===== src/verilog/cpu_pkg.sv =====
package cpu_pkg;

	typedef logic [31:0] word_t;
	typedef logic [63:0] instr_t;
	typedef logic [3:0] reg_addr_t;
	typedef logic [1:0] lanes_t;

	// Type field, bits 31:28. Unlisted codes retire without a write.
	typedef enum logic [3:0] {
		T_CMP   = 4'h3,
		T_MOV   = 4'h4,
		T_INTU  = 4'h5,
		T_ALU   = 4'h7,
		T_LOAD  = 4'h8,
		T_STORE = 4'h9,
		T_LDI   = 4'ha
	} instr_type_e;

	// Op field, bits 27:24.
	typedef enum logic [3:0] {
		ADD = 4'h0,
		SUB = 4'h1,
		AND = 4'h2,
		OR  = 4'h3,
		XOR = 4'h4,
		SHL = 4'h5,
		SHR = 4'h6
	} alu_op_e;

	typedef struct packed {
		instr_t instr;
		word_t pc;
	} fetch_pkt_t;

	typedef struct packed {
		instr_t instr;
		word_t pc;
		word_t op1;
		word_t op2;
		lanes_t lanes;
	} decoded_t;

	typedef struct packed {
		reg_addr_t dest;
		word_t data;
		lanes_t lanes;
	} commit_t;

	function automatic instr_type_e instr_type(instr_t ir);
		return instr_type_e'(ir[31:28]);
	endfunction

	function automatic alu_op_e instr_op(instr_t ir);
		return alu_op_e'(ir[27:24]);
	endfunction

	function automatic reg_addr_t reg_a(instr_t ir);
		return ir[23:20];
	endfunction

	function automatic reg_addr_t reg_b(instr_t ir);
		return ir[19:16];
	endfunction

	function automatic reg_addr_t reg_c(instr_t ir);
		return ir[15:12];
	endfunction

	function automatic word_t instr_imm(instr_t ir);
		return ir[63:32];
	endfunction

endpackage


===== src/verilog/register_file.sv =====
`timescale 1ns/1ps

module register_file(
	input logic clk_i,
	input logic rst_i,
	input logic supervisor_i,
	input cpu_pkg::reg_addr_t rd_addr1_i,
	input cpu_pkg::reg_addr_t rd_addr2_i,
	output cpu_pkg::word_t rd_data1_o,
	output cpu_pkg::word_t rd_data2_o,
	input cpu_pkg::commit_t wr_i,
	input logic wr_valid_i
);

	localparam cpu_pkg::reg_addr_t BANKED_REG = 4'hf;

	cpu_pkg::word_t regs [16];
	cpu_pkg::word_t sup_r15;
	cpu_pkg::word_t wr_old;
	cpu_pkg::word_t wr_new;
	logic wr_sup;

	// Register 15 reads from the supervisor copy in supervisor mode.
	assign rd_data1_o = (supervisor_i && rd_addr1_i == BANKED_REG) ?
		sup_r15 : regs[rd_addr1_i];
	assign rd_data2_o = (supervisor_i && rd_addr2_i == BANKED_REG) ?
		sup_r15 : regs[rd_addr2_i];

	assign wr_sup = supervisor_i && (wr_i.dest == BANKED_REG);
	assign wr_old = wr_sup ? sup_r15 : regs[wr_i.dest];

	// Merge the enabled half-words into the old value.
	always_comb
	begin
		wr_new = wr_old;
		if (wr_i.lanes[0])
			wr_new[15:0] = wr_i.data[15:0];
		if (wr_i.lanes[1])
			wr_new[31:16] = wr_i.data[31:16];
	end

	always_ff @(posedge clk_i or posedge rst_i)
	begin
		if (rst_i)
		begin
			for (int i = 0; i < 16; i++)
				regs[i] <= '0;
			sup_r15 <= '0;
		end
		else if (wr_valid_i && wr_i.lanes != '0)
		begin
			if (wr_sup)
				sup_r15 <= wr_new;
			else
				regs[wr_i.dest] <= wr_new;
		end
	end

endmodule


===== src/verilog/instr_queue.sv =====
`timescale 1ns/1ps

module instr_queue #(
	parameter int QUEUE_DEPTH = 4
) (
	input logic clk_i,
	input logic rst_i,
	input logic in_valid_i,
	input cpu_pkg::fetch_pkt_t in_pkt_i,
	input logic pop_i,
	output cpu_pkg::fetch_pkt_t head_pkt_o,
	output logic head_valid_o,
	output logic credit_o
);

	localparam int PTR_W = (QUEUE_DEPTH > 1) ? $clog2(QUEUE_DEPTH) : 1;
	localparam int CNT_W = $clog2(QUEUE_DEPTH + 1);

	cpu_pkg::fetch_pkt_t mem [QUEUE_DEPTH];
	logic [PTR_W-1:0] wr_ptr;
	logic [PTR_W-1:0] rd_ptr;
	logic [CNT_W-1:0] count;
	logic do_pop;

	// Wrap at the depth, which need not be a power of two.
	function automatic logic [PTR_W-1:0] ptr_inc(logic [PTR_W-1:0] p);
		if (p == PTR_W'(QUEUE_DEPTH - 1))
			return '0;
		return p + 1'b1;
	endfunction

	assign head_valid_o = (count != '0);
	assign head_pkt_o = mem[rd_ptr];
	assign do_pop = pop_i && head_valid_o;

	// The source holds a credit per free slot, so a push always fits.
	always_ff @(posedge clk_i)
	begin
		if (in_valid_i)
			mem[wr_ptr] <= in_pkt_i;
	end

	always_ff @(posedge clk_i or posedge rst_i)
	begin
		if (rst_i)
		begin
			wr_ptr <= '0;
			rd_ptr <= '0;
			count <= '0;
			credit_o <= 1'b0;
		end
		else
		begin
			// One credit back per entry handed to decode.
			credit_o <= do_pop;
			if (in_valid_i)
				wr_ptr <= ptr_inc(wr_ptr);
			if (do_pop)
				rd_ptr <= ptr_inc(rd_ptr);
			count <= count + CNT_W'(in_valid_i) - CNT_W'(do_pop);
		end
	end

endmodule


===== src/verilog/instr_decode.sv =====
`timescale 1ns/1ps

module instr_decode(
	input logic clk_i,
	input logic rst_i,
	input cpu_pkg::fetch_pkt_t head_pkt_i,
	input logic head_valid_i,
	input logic stall_i,
	input logic supervisor_i,
	input cpu_pkg::commit_t wr_i,
	input logic wr_valid_i,
	output cpu_pkg::reg_addr_t rd_addr1_o,
	output cpu_pkg::reg_addr_t rd_addr2_o,
	output logic pop_o,
	output cpu_pkg::decoded_t dec_o,
	output logic dec_valid_o
);

	cpu_pkg::instr_type_e ir_type;
	logic [3:0] ir_op;
	cpu_pkg::reg_addr_t ir_ra;
	cpu_pkg::reg_addr_t ir_rb;
	cpu_pkg::reg_addr_t ir_rc;
	cpu_pkg::word_t rf_data1;
	cpu_pkg::word_t rf_data2;
	cpu_pkg::lanes_t lanes_next;

	assign ir_type = cpu_pkg::instr_type(head_pkt_i.instr);
	assign ir_op = cpu_pkg::instr_op(head_pkt_i.instr);
	assign ir_ra = cpu_pkg::reg_a(head_pkt_i.instr);
	assign ir_rb = cpu_pkg::reg_b(head_pkt_i.instr);
	assign ir_rc = cpu_pkg::reg_c(head_pkt_i.instr);

	// Head is taken on any edge without a stall.
	assign pop_o = head_valid_i && !stall_i;

	always_comb
	begin
		case (ir_type)
			cpu_pkg::T_INTU:
			begin
				rd_addr1_o = ir_rb;
				rd_addr2_o = ir_rb;
			end
			cpu_pkg::T_CMP, cpu_pkg::T_LOAD, cpu_pkg::T_STORE:
			begin
				rd_addr1_o = ir_ra;
				rd_addr2_o = ir_rb;
			end
			default:
			begin
				rd_addr1_o = ir_rb;
				rd_addr2_o = ir_rc;
			end
		endcase
	end

	// MOV picks its half-words from the low op bits.
	always_comb
	begin
		case (ir_type)
			cpu_pkg::T_ALU, cpu_pkg::T_INTU, cpu_pkg::T_LDI:
				lanes_next = 2'b11;
			cpu_pkg::T_MOV:
				lanes_next = ir_op[1:0];
			default:
				lanes_next = 2'b00;
		endcase
	end

	always_ff @(posedge clk_i or posedge rst_i)
	begin
		if (rst_i)
			dec_valid_o <= 1'b0;
		else
			dec_valid_o <= pop_o;
	end

	always_ff @(posedge clk_i)
	begin
		if (pop_o)
			dec_o <= '{instr: head_pkt_i.instr, pc: head_pkt_i.pc,
				op1: rf_data1, op2: rf_data2, lanes: lanes_next};
	end

	register_file rf_i(
		.clk_i(clk_i),
		.rst_i(rst_i),
		.supervisor_i(supervisor_i),
		.rd_addr1_i(rd_addr1_o),
		.rd_addr2_i(rd_addr2_o),
		.rd_data1_o(rf_data1),
		.rd_data2_o(rf_data2),
		.wr_i(wr_i),
		.wr_valid_i(wr_valid_i)
	);

endmodule


===== src/verilog/hazard_unit.sv =====
`timescale 1ns/1ps

module hazard_unit(
	input cpu_pkg::fetch_pkt_t head_pkt_i,
	input logic head_valid_i,
	input cpu_pkg::reg_addr_t rd_addr1_i,
	input cpu_pkg::reg_addr_t rd_addr2_i,
	input cpu_pkg::decoded_t dec_i,
	input logic dec_valid_i,
	input cpu_pkg::commit_t commit_i,
	input logic commit_valid_i,
	output logic stall_o
);

	cpu_pkg::instr_type_e head_type;
	cpu_pkg::reg_addr_t dec_dest;
	logic use1;
	logic use2;
	logic dec_wr;
	logic com_wr;
	logic hit_dec;
	logic hit_com;

	assign head_type = cpu_pkg::instr_type(head_pkt_i.instr);

	// Operands the head really consumes.
	always_comb
	begin
		use1 = head_valid_i;
		use2 = head_valid_i;
		case (head_type)
			cpu_pkg::T_LDI:
			begin
				use1 = 1'b0;
				use2 = 1'b0;
			end
			cpu_pkg::T_INTU, cpu_pkg::T_MOV:
				use2 = 1'b0;
			default:
				use2 = head_valid_i;
		endcase
	end

	assign dec_dest = cpu_pkg::reg_a(dec_i.instr);
	assign dec_wr = dec_valid_i && (dec_i.lanes != '0);
	assign com_wr = commit_valid_i && (commit_i.lanes != '0);

	assign hit_dec = dec_wr && ((use1 && rd_addr1_i == dec_dest) ||
		(use2 && rd_addr2_i == dec_dest));
	assign hit_com = com_wr && ((use1 && rd_addr1_i == commit_i.dest) ||
		(use2 && rd_addr2_i == commit_i.dest));

	// Hold decode until the write has reached the register file.
	assign stall_o = hit_dec || hit_com;

endmodule


===== src/verilog/int_execute.sv =====
`timescale 1ns/1ps

module int_execute(
	input logic clk_i,
	input logic rst_i,
	input cpu_pkg::decoded_t dec_i,
	input logic dec_valid_i,
	output cpu_pkg::commit_t commit_o,
	output logic commit_valid_o
);

	cpu_pkg::instr_type_e ex_type;
	cpu_pkg::alu_op_e ex_op;
	cpu_pkg::word_t imm;
	cpu_pkg::word_t alu_b;
	cpu_pkg::word_t alu_out;
	cpu_pkg::word_t result;
	cpu_pkg::word_t commit_data;

	assign ex_type = cpu_pkg::instr_type(dec_i.instr);
	assign ex_op = cpu_pkg::instr_op(dec_i.instr);
	assign imm = cpu_pkg::instr_imm(dec_i.instr);

	// Second operand is the immediate for INTU.
	assign alu_b = (ex_type == cpu_pkg::T_INTU) ? imm : dec_i.op2;

	always_comb
	begin
		case (ex_op)
			cpu_pkg::ADD:
				alu_out = dec_i.op1 + alu_b;
			cpu_pkg::SUB:
				alu_out = dec_i.op1 - alu_b;
			cpu_pkg::AND:
				alu_out = dec_i.op1 & alu_b;
			cpu_pkg::OR:
				alu_out = dec_i.op1 | alu_b;
			cpu_pkg::XOR:
				alu_out = dec_i.op1 ^ alu_b;
			cpu_pkg::SHL:
				alu_out = dec_i.op1 << alu_b[4:0];
			cpu_pkg::SHR:
				alu_out = dec_i.op1 >> alu_b[4:0];
			default:
				alu_out = '0;
		endcase
	end

	always_comb
	begin
		case (ex_type)
			cpu_pkg::T_ALU, cpu_pkg::T_INTU:
				result = alu_out;
			cpu_pkg::T_LDI:
				result = imm;
			cpu_pkg::T_MOV:
				result = dec_i.op1;
			default:
				result = '0;
		endcase
	end

	// No-write instructions still retire, carrying zero data.
	assign commit_data = (dec_i.lanes != '0) ? result : '0;

	always_ff @(posedge clk_i or posedge rst_i)
	begin
		if (rst_i)
			commit_valid_o <= 1'b0;
		else
			commit_valid_o <= dec_valid_i;
	end

	always_ff @(posedge clk_i)
	begin
		if (dec_valid_i)
		begin
			commit_o.dest <= cpu_pkg::reg_a(dec_i.instr);
			commit_o.data <= commit_data;
			commit_o.lanes <= dec_i.lanes;
		end
	end

endmodule


===== src/verilog/cpu_core.sv =====
`timescale 1ns/1ps

module cpu_core #(
	parameter int QUEUE_DEPTH = 4
) (
	input logic clk_i,
	input logic rst_i,
	input logic supervisor_i,
	input logic in_valid_i,
	input cpu_pkg::fetch_pkt_t in_pkt_i,
	output logic credit_o,
	output cpu_pkg::commit_t commit_o,
	output logic commit_valid_o
);

	cpu_pkg::fetch_pkt_t head_pkt;
	logic head_valid;
	logic pop;
	logic stall;
	cpu_pkg::reg_addr_t rd_addr1;
	cpu_pkg::reg_addr_t rd_addr2;
	cpu_pkg::decoded_t dec;
	logic dec_valid;

	instr_queue #(
		.QUEUE_DEPTH(QUEUE_DEPTH)
	) queue_i (
		.clk_i(clk_i),
		.rst_i(rst_i),
		.in_valid_i(in_valid_i),
		.in_pkt_i(in_pkt_i),
		.pop_i(pop),
		.head_pkt_o(head_pkt),
		.head_valid_o(head_valid),
		.credit_o(credit_o)
	);

	hazard_unit hazard_i(
		.head_pkt_i(head_pkt),
		.head_valid_i(head_valid),
		.rd_addr1_i(rd_addr1),
		.rd_addr2_i(rd_addr2),
		.dec_i(dec),
		.dec_valid_i(dec_valid),
		.commit_i(commit_o),
		.commit_valid_i(commit_valid_o),
		.stall_o(stall)
	);

	// Registered commit doubles as the register file write port.
	instr_decode decode_i(
		.clk_i(clk_i),
		.rst_i(rst_i),
		.head_pkt_i(head_pkt),
		.head_valid_i(head_valid),
		.stall_i(stall),
		.supervisor_i(supervisor_i),
		.wr_i(commit_o),
		.wr_valid_i(commit_valid_o),
		.rd_addr1_o(rd_addr1),
		.rd_addr2_o(rd_addr2),
		.pop_o(pop),
		.dec_o(dec),
		.dec_valid_o(dec_valid)
	);

	int_execute execute_i(
		.clk_i(clk_i),
		.rst_i(rst_i),
		.dec_i(dec),
		.dec_valid_i(dec_valid),
		.commit_o(commit_o),
		.commit_valid_o(commit_valid_o)
	);

endmodule


===== config.mk =====
export PLATFORM = sky130hd
export DESIGN_NAME = cpu_core
export DESIGN_NICKNAME = d
export VERILOG_FILES = /design/src/verilog/cpu_pkg.sv /design/src/verilog/register_file.sv /design/src/verilog/instr_queue.sv /design/src/verilog/instr_decode.sv /design/src/verilog/hazard_unit.sv /design/src/verilog/int_execute.sv /design/src/verilog/cpu_core.sv
export SDC_FILE = /design/constraint.sdc
export NUM_CORES = 2
export LEC_CHECK = 0
export ABC_CLOCK_PERIOD_IN_PS = 43000
export BUFFER_PORTS_ARGS = -buffer_cell sky130_fd_sc_hd__buf_2
export CORE_MARGIN = 1.5
export CORE_UTILIZATION = 30
export CTS_BUF_LIST = sky130_fd_sc_hd__clkbuf_4 sky130_fd_sc_hd__clkbuf_8
export CTS_CLUSTER_DIAMETER = 150
export DETAILED_ROUTE_END_ITERATION = 7
export PLACE_DENSITY_LB_ADDON = 0.15
export REMOVE_ABC_BUFFERS = 1
export SKIP_CTS_REPAIR_TIMING = 1
export SYNTH_ARGS = -nofsm -noshare
export SYNTH_HDL_FRONTEND = slang
export SYNTH_SLANG_ARGS = --single-unit

===== constraint.sdc =====
create_clock -name clk_i -period 43 [get_ports clk_i]
set_input_delay 4.3 -clock clk_i [delete_from_list [all_inputs] [get_ports clk_i]]
set_output_delay 4.3 -clock clk_i [all_outputs]
set_load 0.1 [all_outputs]

==> metrics.txt <==
# TYPE chip_impl_metric gauge
chip_impl_metric{name="antenna_left",unit=""} 0
chip_impl_metric{name="io-pin-count",unit=""} 140
chip_impl_metric{name="insertion_delay",unit="ns"} 0.96
chip_impl_info{name="worst_r2r_endpoint",value="execute_i.commit_o[30]"} 1
chip_impl_metric{name="drv_cap",unit=""} 0
chip_impl_info{name="critPathLaunchType",value="register"} 1
chip_impl_metric{name="initial_core_util",unit="%"} 30.2
chip_impl_metric{name="mappedNetlistArea",unit="sq um"} 54500
chip_impl_metric{name="period_utilization",unit="%"} 17.8
chip_impl_metric{name="grt_pass1_wl",unit="um"} 338000
chip_impl_info{name="run_status",value="completed"} 1
chip_impl_metric{name="first_global_vias",unit=""} 46200
chip_impl_info{name="crit_type",value="register to register"} 1
chip_impl_metric{name="report.final.setup_viol",unit=""} 0
chip_impl_metric{name="synthToLayoutAreaGrowth",unit="%"} 12.4
chip_impl_info{name="post-synth-top-count-cell",value="nand2_1"} 1
chip_impl_metric{name="fmax",unit="MHz"} 131
chip_impl_metric{name="portBuffers",unit=""} 95
chip_impl_metric{name="detail_route.drc_violations",unit=""} 0
chip_impl_metric{name="worstPathArrival",unit="ns"} 8.32
chip_impl_metric{name="vias",unit=""} 48500
chip_impl_metric{name="timing.final.hold_violations",unit=""} 0
chip_impl_metric{name="cp.required",unit="ns"} 43.67
chip_impl_metric{name="worst-path-max-fanout",unit=""} 41
chip_impl_metric{name="drt_first_pass_iters",unit=""} 6
chip_impl_metric{name="htreeDepth",unit=""} 4
chip_impl_info{name="crit_path_end_kind",value="register"} 1
chip_impl_metric{name="yosysWarningCount",unit=""} 0
chip_impl_metric{name="synth-seq-area-share",unit="%"} 45.0
chip_impl_info{name="tritoncts",value="yes"} 1
chip_impl_metric{name="core_region_area",unit="sq um"} 181000
chip_impl_metric{name="die_area",unit="sq um"} 184000
chip_impl_metric{name="drt-total-wl",unit="um"} 234000
chip_impl_metric{name="worst-r2r-setup-slack",unit="ns"} 35.35
chip_impl_metric{name="final.min_clock_period",unit="ns"} 7.65
chip_impl_metric{name="synth_cell_types",unit=""} 92
chip_impl_metric{name="cts_buffer_depth",unit=""} 3
chip_impl_metric{name="reg2reg_depth",unit=""} 22
chip_impl_metric{name="global_route.overflow_total",unit=""} 0
chip_impl_metric{name="worst_slew_pin_slew",unit="ns"} 1.13
chip_impl_metric{name="number_of_cts_inserted_buffers",unit=""} 172
chip_impl_metric{name="x_dimension_of_the_die",unit="um"} 429
chip_impl_info{name="unrepaired_setup_endpoints_after_global_routing",value="no"} 1
chip_impl_metric{name="report.final.slew_viol_count",unit=""} 0
chip_impl_info{name="critPathLaunch",value="decode_i.dec_o[127]"} 1
chip_impl_metric{name="fp-row-count",unit=""} 156
chip_impl_info{name="root_buffer_cell",value="clkbuf_8"} 1
chip_impl_info{name="ys_top_cells_by_count",value="nand2_1, a21oi_1, nor2_1"} 1
chip_impl_metric{name="n_fill_cell",unit=""} 18500
chip_impl_metric{name="drive_gt1_share",unit="%"} 13.9
chip_impl_metric{name="place.detailed.hpwl",unit="um"} 142000
chip_impl_metric{name="place.gp.congestion",unit=""} 0.950
chip_impl_info{name="worstHoldPathType",value="register to register"} 1
chip_impl_metric{name="max-slew-margin-rel",unit="%"} 24.4
chip_impl_metric{name="viasPerCell",unit=""} 5.74
chip_impl_metric{name="drt_iter0_markers",unit=""} 5411
chip_impl_info{name="rr_startpoint",value="decode_i.dec_o[127]"} 1
chip_impl_metric{name="clock_sinks",unit=""} 909
chip_impl_metric{name="synth_seq_cells",unit=""} 909
chip_impl_info{name="synth_flop_cell",value="dfrtp_1"} 1
chip_impl_metric{name="dieHeight",unit="um"} 429
chip_impl_metric{name="edff_count_synth",unit=""} 356
chip_impl_metric{name="skew",unit="ns"} 0.0598
chip_impl_metric{name="worst_setup_hold_path_clk_slew",unit="ns"} 0.06
chip_impl_metric{name="nNetsFinal",unit=""} 6129
chip_impl_info{name="worst_setup_path_endpoint",value="execute_i.commit_o[30]"} 1
chip_impl_metric{name="grt_start_max_net_pins",unit=""} 145
chip_impl_metric{name="drt-wirelength-per-cell",unit="um"} 27.7
chip_impl_metric{name="synth_area_per_cell",unit="sq um"} 9.08
chip_impl_metric{name="synthArstFlopShare",unit="%"} 60.8
chip_impl_info{name="yosysTopAreaCell",value="dfrtp_1"} 1
chip_impl_metric{name="synth_largest_type_area_fraction",unit="%"} 25.4
chip_impl_metric{name="setup_tns",unit="ns"} 0
chip_impl_metric{name="globalRouteTotalUtil",unit="%"} 24.9
chip_impl_metric{name="grt_antenna_before_repair",unit=""} 17
chip_impl_info{name="synthTopCellsByArea",value="dfrtp_1, edfxtp_1, nand2_1"} 1
chip_impl_metric{name="instance_count_of_the_mapped_netlist",unit=""} 6001
==> state kept, by name, indices dropped and copies added (netlist names) <==
name                      count
decode_i.dec_o              110
decode_i.dec_valid_o          1
decode_i.rf_i.regs          512
decode_i.rf_i.sup_r15        32
execute_i.commit_o           38
execute_i.commit_valid_o      1
queue_i.count                 3
queue_i.mem                 208
queue_i.rd_ptr                2
queue_i.wr_ptr                2
==> stage by stage <==
stage          std cells  utilization, %  worst slack (ns)  instance area, sq um  hold slack, ns
2_1_floorplan       5490               -             23.24                 52200           0.451
3_3_place_gp        8119            31.8             35.47                 57400           0.512
3_5_place_dp        8119            31.8             35.53                 57400           0.523
4_1_cts             8429            33.9             35.47                 61200           0.534
5_1_grt             8432            33.9             35.05                 61200           0.554
6_report            8439            33.9             35.35                 61200           0.529
==> cells in the final DEF (no fill, tap or decap), drive strengths merged, types with 12 or more instances in the layout <==
| master | instances |
|---|---|
| a211oi | 80 |
| a21o | 21 |
| a21oi | 673 |
| a221oi | 49 |
| a22oi | 39 |
| a311oi | 44 |
| a31oi | 91 |
| a32oi | 37 |
| and2 | 12 |
| and3 | 114 |
| buf | 259 |
| clkbuf | 259 |
| clkinv | 27 |
| dfrtp | 553 |
| edfxtp | 356 |
| ha | 104 |
| inv | 102 |
| mux2 | 47 |
| mux2i | 182 |
| mux4 | 162 |
| nand2 | 1209 |
| nand3 | 334 |
| nand4 | 42 |
| nor2 | 614 |
| nor3 | 65 |
| o2111ai | 17 |
| o211ai | 71 |
| o21ai | 192 |
| o221ai | 36 |
| o22ai | 77 |
| xnor2 | 58 |
==> cells by family after synthesis <==
family,synth area share (%)
AO/OA/AOI/OAI,16.5
XOR/XNOR,1.06
adder cells (fa/ha/maj),2.48
buffers and inverters,4.71
flip-flops,45.0
multiplexers,11.1
AND/OR/NAND/NOR,19.1
==> layout make-up <==
| cell class | instances | area, sq um | share of cell area, % |
|---|---|---|---|
| flip-flops and latches | 909 | 24500 | 40.1 |
| well taps | 2370 | 2970 | 4.84 |
| inverters | 93 | 357 | 0.583 |
| diodes | 10 | 25.0 | 0.0409 |
| clock inverters | 51 | 648 | 1.06 |
| repair buffers | 259 | 1820 | 2.97 |
| clock buffers | 259 | 3180 | 5.19 |
| multi-input cells | 4488 | 27700 | 45.2 |
==> how the worst min path moves through the flow <==
stage / slack [ns] / cells after the start / start / endpoint
floorplan: 0.45 / 0 / decode_i.dec_o[1] / execute_i.commit_o[1]
global placement: 0.51 / 2 / decode_i.rf_i.regs[29] / decode_i.rf_i.regs[29]
detailed placement: 0.52 / 2 / decode_i.rf_i.regs[21] / decode_i.rf_i.regs[21]
CTS: 0.53 / 2 / decode_i.rf_i.regs[251] / decode_i.rf_i.regs[251]
global route: 0.55 / 0 / decode_i.dec_o[119] / execute_i.commit_o[35]
finish: 0.53 / 2 / decode_i.rf_i.regs[226] / decode_i.rf_i.regs[226]
==> metal layers <==
metal / wire (um) / up-vias / GRT usage (%)
met5: 112 / - / 0
met4: 11000 / 16 / 11.1
met2: 104000 / 2259 / 38.1
met1: 100000 / 24100 / 33.9
met3: 18000 / 498 / 4.79
li1: - / 21600 / -
==> worst max-delay path, cell delays in order, from the launching register on <==
cell	delay, ns
edfxtp_1	0.44
and4bb_2	0.82
buf_4	0.54
mux2_2	0.39
buf_4	0.24
inv_2	0.07
buf_4	0.59
ha_1	0.40
nand3_1	0.27
nor2b_1	0.33
and2_1	0.25
nor2_1	0.07
xnor2_1	0.13
ha_1	0.35
nand4_1	0.25
nor3_1	0.12
and3_1	0.19
a32o_1	0.26
o21ai_0	0.60
a211oi_1	0.21
nor3_1	0.22
a31oi_1	0.08
a221oi_1	0.49
Power is left out: the tool's default activity adds up to more than one toggle a clock period on the data nets, which glitch-free logic cannot reach.
